## src/rv_pkg.sv

```systemverilog
package rv_pkg;

    // datapath and register file widths
    localparam int WORD_LEN   = 32;
    localparam int REG_ADDR_W = 5;

    // on-chip memory depths in words
    localparam int IMEM_WORDS = 64;
    localparam int DMEM_WORDS = 64;
    localparam int MEM_IDX_W  = $clog2(IMEM_WORDS);

    // pc value at which the core stops
    localparam logic [WORD_LEN-1:0] EXIT_PC = WORD_LEN'(IMEM_WORDS * 4);

    // funct3 values
    localparam logic [2:0] F3_WORD   = 3'b010;
    localparam logic [2:0] F3_ADDSUB = 3'b000;

    // funct7 values
    localparam logic [6:0] F7_ADD = 7'b0000000;
    localparam logic [6:0] F7_SUB = 7'b0100000;

    // major opcodes of the supported instructions
    typedef enum logic [6:0] {
        OPC_LOAD  = 7'b0000011,
        OPC_STORE = 7'b0100011,
        OPC_OP    = 7'b0110011
    } opcode_e;

    // decoded instruction kind
    typedef enum logic [2:0] {
        INST_NOP = 3'd0,
        INST_LW  = 3'd1,
        INST_SW  = 3'd2,
        INST_ADD = 3'd3,
        INST_SUB = 3'd4
    } inst_kind_e;

    // decoder output to execute unit and core
    typedef struct packed {
        inst_kind_e            kind;
        logic [REG_ADDR_W-1:0] rs1;
        logic [REG_ADDR_W-1:0] rs2;
        logic [REG_ADDR_W-1:0] rd;
        // sign-extended, I or S form by kind
        logic [WORD_LEN-1:0]   imm;
        logic                  reg_we;
        logic                  mem_we;
        logic                  wb_from_mem;
    } ctrl_t;

endpackage

```

## src/rv_dmem.sv

```systemverilog
`timescale 1ns/1ps

module rv_dmem (
    input  logic                        clk,
    input  logic                        rst_n,
    input  logic                        we_i,
    input  logic [rv_pkg::WORD_LEN-1:0] addr_i,
    input  logic [rv_pkg::WORD_LEN-1:0] wdata_i,
    output logic [rv_pkg::WORD_LEN-1:0] rdata_o
);

    logic [rv_pkg::WORD_LEN-1:0]  mem [rv_pkg::DMEM_WORDS];
    logic [rv_pkg::MEM_IDX_W-1:0] idx;

    assign idx = addr_i[rv_pkg::MEM_IDX_W+1:2];

    always_ff @(posedge clk) begin
        if (!rst_n) begin
            // unwritten words read back as zero
            for (int i = 0; i < rv_pkg::DMEM_WORDS; i++) begin
                mem[i] <= '0;
            end
        end else if (we_i) begin
            mem[idx] <= wdata_i;
        end
    end

    // old data on a same-cycle write
    assign rdata_o = mem[idx];

    // only whole-word stores reach this memory
    store_aligned_a : assert property (@(posedge clk) disable iff (!rst_n)
        we_i |-> addr_i[1:0] == 2'b00)
        else $error("dmem: misaligned store to %h", addr_i);

endmodule

```

## config.mk

```make
export PLATFORM = sky130hd
export DESIGN_NAME = rv_dmem
export DESIGN_NICKNAME = d
export VERILOG_FILES = /design/src/rv_pkg.sv /design/src/rv_dmem.sv
export SDC_FILE = /design/constraint.sdc
export NUM_CORES = 2
export LEC_CHECK = 0
export BUFFER_PORTS_ARGS = -buffer_cell sky130_fd_sc_hd__buf_2
export CAP_MARGIN = 30
export CORE_MARGIN = 4
export CORE_UTILIZATION = 40
export DETAILED_ROUTE_END_ITERATION = 8
export PLACE_DENSITY = 0.63
export SYNTH_ARGS = -nofsm -noshare
export SYNTH_HDL_FRONTEND = slang
export SYNTH_SLANG_ARGS = --single-unit
```

## constraint.sdc

```tcl
create_clock -name clk -period 5.21 [get_ports clk]
set_input_delay 1.042 -clock clk [delete_from_list [all_inputs] [get_ports clk]]
set_output_delay 1.042 -clock clk [all_outputs]
set_load 0.005 [all_outputs]
```

==> impl_metrics.yaml <==
clock_tree:
  cts-htree-levels: 4
  clock_sink_total: 2048
  clockRootBuffer: "sky130_fd_sc_hd__clkbuf_16"
  cts-buffers-inserted: 212
  cts.path.max_buffers: 3
  tritoncts: "done"
  cts.clk_slew.worst_paths_ns: 0.06
finish:
  areaGrowthSynthToFinish_pct: 14.8
  layout-drive-gt1-share: 0.178
  top_register: "mem"
  final.fill_count: 20191
  seqCellArea_mm2: 0.0615
  largest_register_ff_count: 2048
  largestRegisters: "mem (2048)"
  final-instance-count-excl-fill: 10184
  stdcell_area_mm2: 0.107
  final_nets: 7021
  final_util: 0.461
  multi_input_area_mm2: 0.0297
worst_hold_path:
  hold_path_class: "in2reg"
job:
  drv.max_cap_violation_count: 0
critical_path:
  critical_path_peak_fanout: 46
  timing.critical_path.required_ns: 4.17
  critical_path.most_common_cell: "sky130_fd_sc_hd__buf_12"
  crit_path_start_kind: "primary input"
  crit_type: "in2out"
  max_stage_delay_cell_worst_path: "sky130_fd_sc_hd__nand4_1"
  worstPathCellList: "buf_12 -> buf_12 -> nor2_4 -> buf_12 -> a22oi_1 -> o32ai_1 -> nor4_1 -> nand4_1 -> buf_4 -> buf_2"
  cp_data_arrival_time_ns: 4.21
  slowest_delay_ns: 0.53
  cp-end-kind: "primary output"
power_and_ir_drop:
  powerDensity_mw_per_mm2: 348
  design_power_total_mw: 37.4
  vdd_ir_drop_max_uv: 300
  power_leakage_nw: 36.9
route:
  post-route-drc-count: 0
  vias: 61166
  routed_wirelength_mm: 312
  dr.first_iter.drc_count: 7784
  routedWlPerCell_um: 30.6
  drtAntennaViolNets: 0
  drt_pass1_iterations: 6
  vias_per_cell: 6.01
placement:
  placed_cell_area_mm2: 0.100
  dpl_worst_slack_ns: -0.0938
  globalplace.congestion: 0.939
  io_buffers: 72
  post-dp-hpwl_mm: 193
  placed_instances: 9778
timing:
  fin_ws_ns: -0.0400
  final_min_period_over_clock_period: 1.01
  final-max-slew-violation-count: 0
  finalSetupTns_ns: -0.0504
  report.final.setup_viol: 2
  pin_slew_with_the_least_headroom_to_its_limit_ns: 1.06
  final-hold-violation-count: 0
  fin_hold_ws_ns: 0.574
  finalCriticalPeriod_ns: 5.25
  max_freq_mhz: 190
  max_slew_margin: 0.292
floorplanning:
  core_area_mm2: 0.232
  chipHeight_um: 491
  fp.dieArea_mm2: 0.241
  row_count: 177
  initial_core_util: 0.402
  ioPinCount: 99
  die_width_um: 491
global_routing:
  grt_antenna_before_repair: 18
  first_global_vias: 59762
  gr-total-overflow: 0
  wire_length_of_the_first_global_routing_pass_mm: 442
  grt_max_degree: 81
  grtUsageTotal: 0.252
synth:
  synth_area_per_cell_um2: 13.5
  yosys-top-cells-count: "sky130_fd_sc_hd__and2_1 (2,052), sky130_fd_sc_hd__edfxtp_1 (2,048), sky130_fd_sc_hd__clkbuf_1 (626)"
  synth_top_cell_by_area: "sky130_fd_sc_hd__edfxtp_1"
  synth.cell_area_mm2: 0.0933
  synth.most_common_cell: "sky130_fd_sc_hd__and2_1"
  post-synth-top-area-fraction: 0.659
  syn_inst: 6913
  synthesis.yosys.warnings: 0
  synth_nets: 6980
  post_synth_num_cell_types: 63
  top_post_synthesis_cells_by_area: "sky130_fd_sc_hd__edfxtp_1 (66%), sky130_fd_sc_hd__and2_1 (14%), sky130_fd_sc_hd__a221oi_1 (3.9%)"
  ys_ff_latch: 2048
  synthArstFlopShare: 0
  synth_seq_area_share: 0.659
  synth-edff-count: 2048
  synthFlopType: "sky130_fd_sc_hd__edfxtp_1"
status:
  failed_checks: "setup timing"
  run_status: "complete, but fails checks"
path summary, 6_finish.rpt:
| check | from | to | slack, ns | cells past startpoint |
|---|---|---|---|---|
| hold / removal | wdata_i[24] | mem[52][24] | 0.57 | 2 |
| setup / recovery | addr_i[4] | rdata_o[1] | -0.04 | 10 |
cell families (layout without fill, tap and decap cells):
| group | count (synthesis) | in the layout | synth area share |
|---|---|---|---|
| and+or+nand+nor | 2680 | 2680 | 0.176 |
| DFF | 2048 | 2048 | 0.659 |
| AOI/OAI and AO/OA | 1096 | 1096 | 0.0873 |
| buffers and inverters | 797 | 1010 | 0.0338 |
| muxes | 292 | 292 | 0.0441 |
| other | 0 | 15 | 0 |
worst max-delay path: cells and delay by family:
family / cells / cell delay [ns]
AOI/OAI and AO/OA: 2 / 0.54
and+or+nand+nor: 3 / 1.18
buffers and inverters: 5 / 1.32
timing repair:
action                                  4_1_cts  5_1_grt
resized for setup                             5        0
hold buffers                                  0        0
setup buffers                                 3        0
hold endpoints to repair                      0        0
endpoints found under the setup margin        3        0
power breakdown:
| part | internal (mW) | switching, mW |
|---|---|---|
| registers | 18.9 | 0.226 |
| logic | 1.01 | 2.26 |
| clock network | 8.26 | 6.64 |
placed cells by master, fill, tap and decap left out, types with 84 or more instances in the layout:
cell type,count
sky130_fd_sc_hd__edfxtp_1,2048
sky130_fd_sc_hd__nand2_1,98
sky130_fd_sc_hd__mux2_2,111
sky130_fd_sc_hd__a221oi_1,416
sky130_fd_sc_hd__mux4_2,84
sky130_fd_sc_hd__clkbuf_16,213
sky130_fd_sc_hd__a22oi_1,157
sky130_fd_sc_hd__nor3b_1,93
sky130_fd_sc_hd__o21ai_0,127
sky130_fd_sc_hd__buf_4,474
sky130_fd_sc_hd__mux2i_1,96
sky130_fd_sc_hd__and2_1,2049
sky130_fd_sc_hd__o22ai_1,91
routing by layer:
| metal | part of all wire | vias to the layer above | GRT usage |
|---|---|---|---|
| met4 | 0.054 | 4 | 0.116 |
| met3 | 0.11 | 589 | 0.0589 |
| met5 | 0.000074 | - | 0 |
| met2 | 0.46 | 3410 | 0.391 |
| met1 | 0.38 | 31345 | 0.336 |
| li1 | - | 25818 | - |
layout make-up:
type,instances,area share
flip-flops and latches,2048,0.574
inverters,3,0.000175
multi-input cells,4068,0.277
diodes,15,0.000350
clock inverters,127,0.0112
repair buffers,621,0.0507
clock buffers,259,0.0513
well taps,3043,0.0355
(Power assumes the default switching activity.)
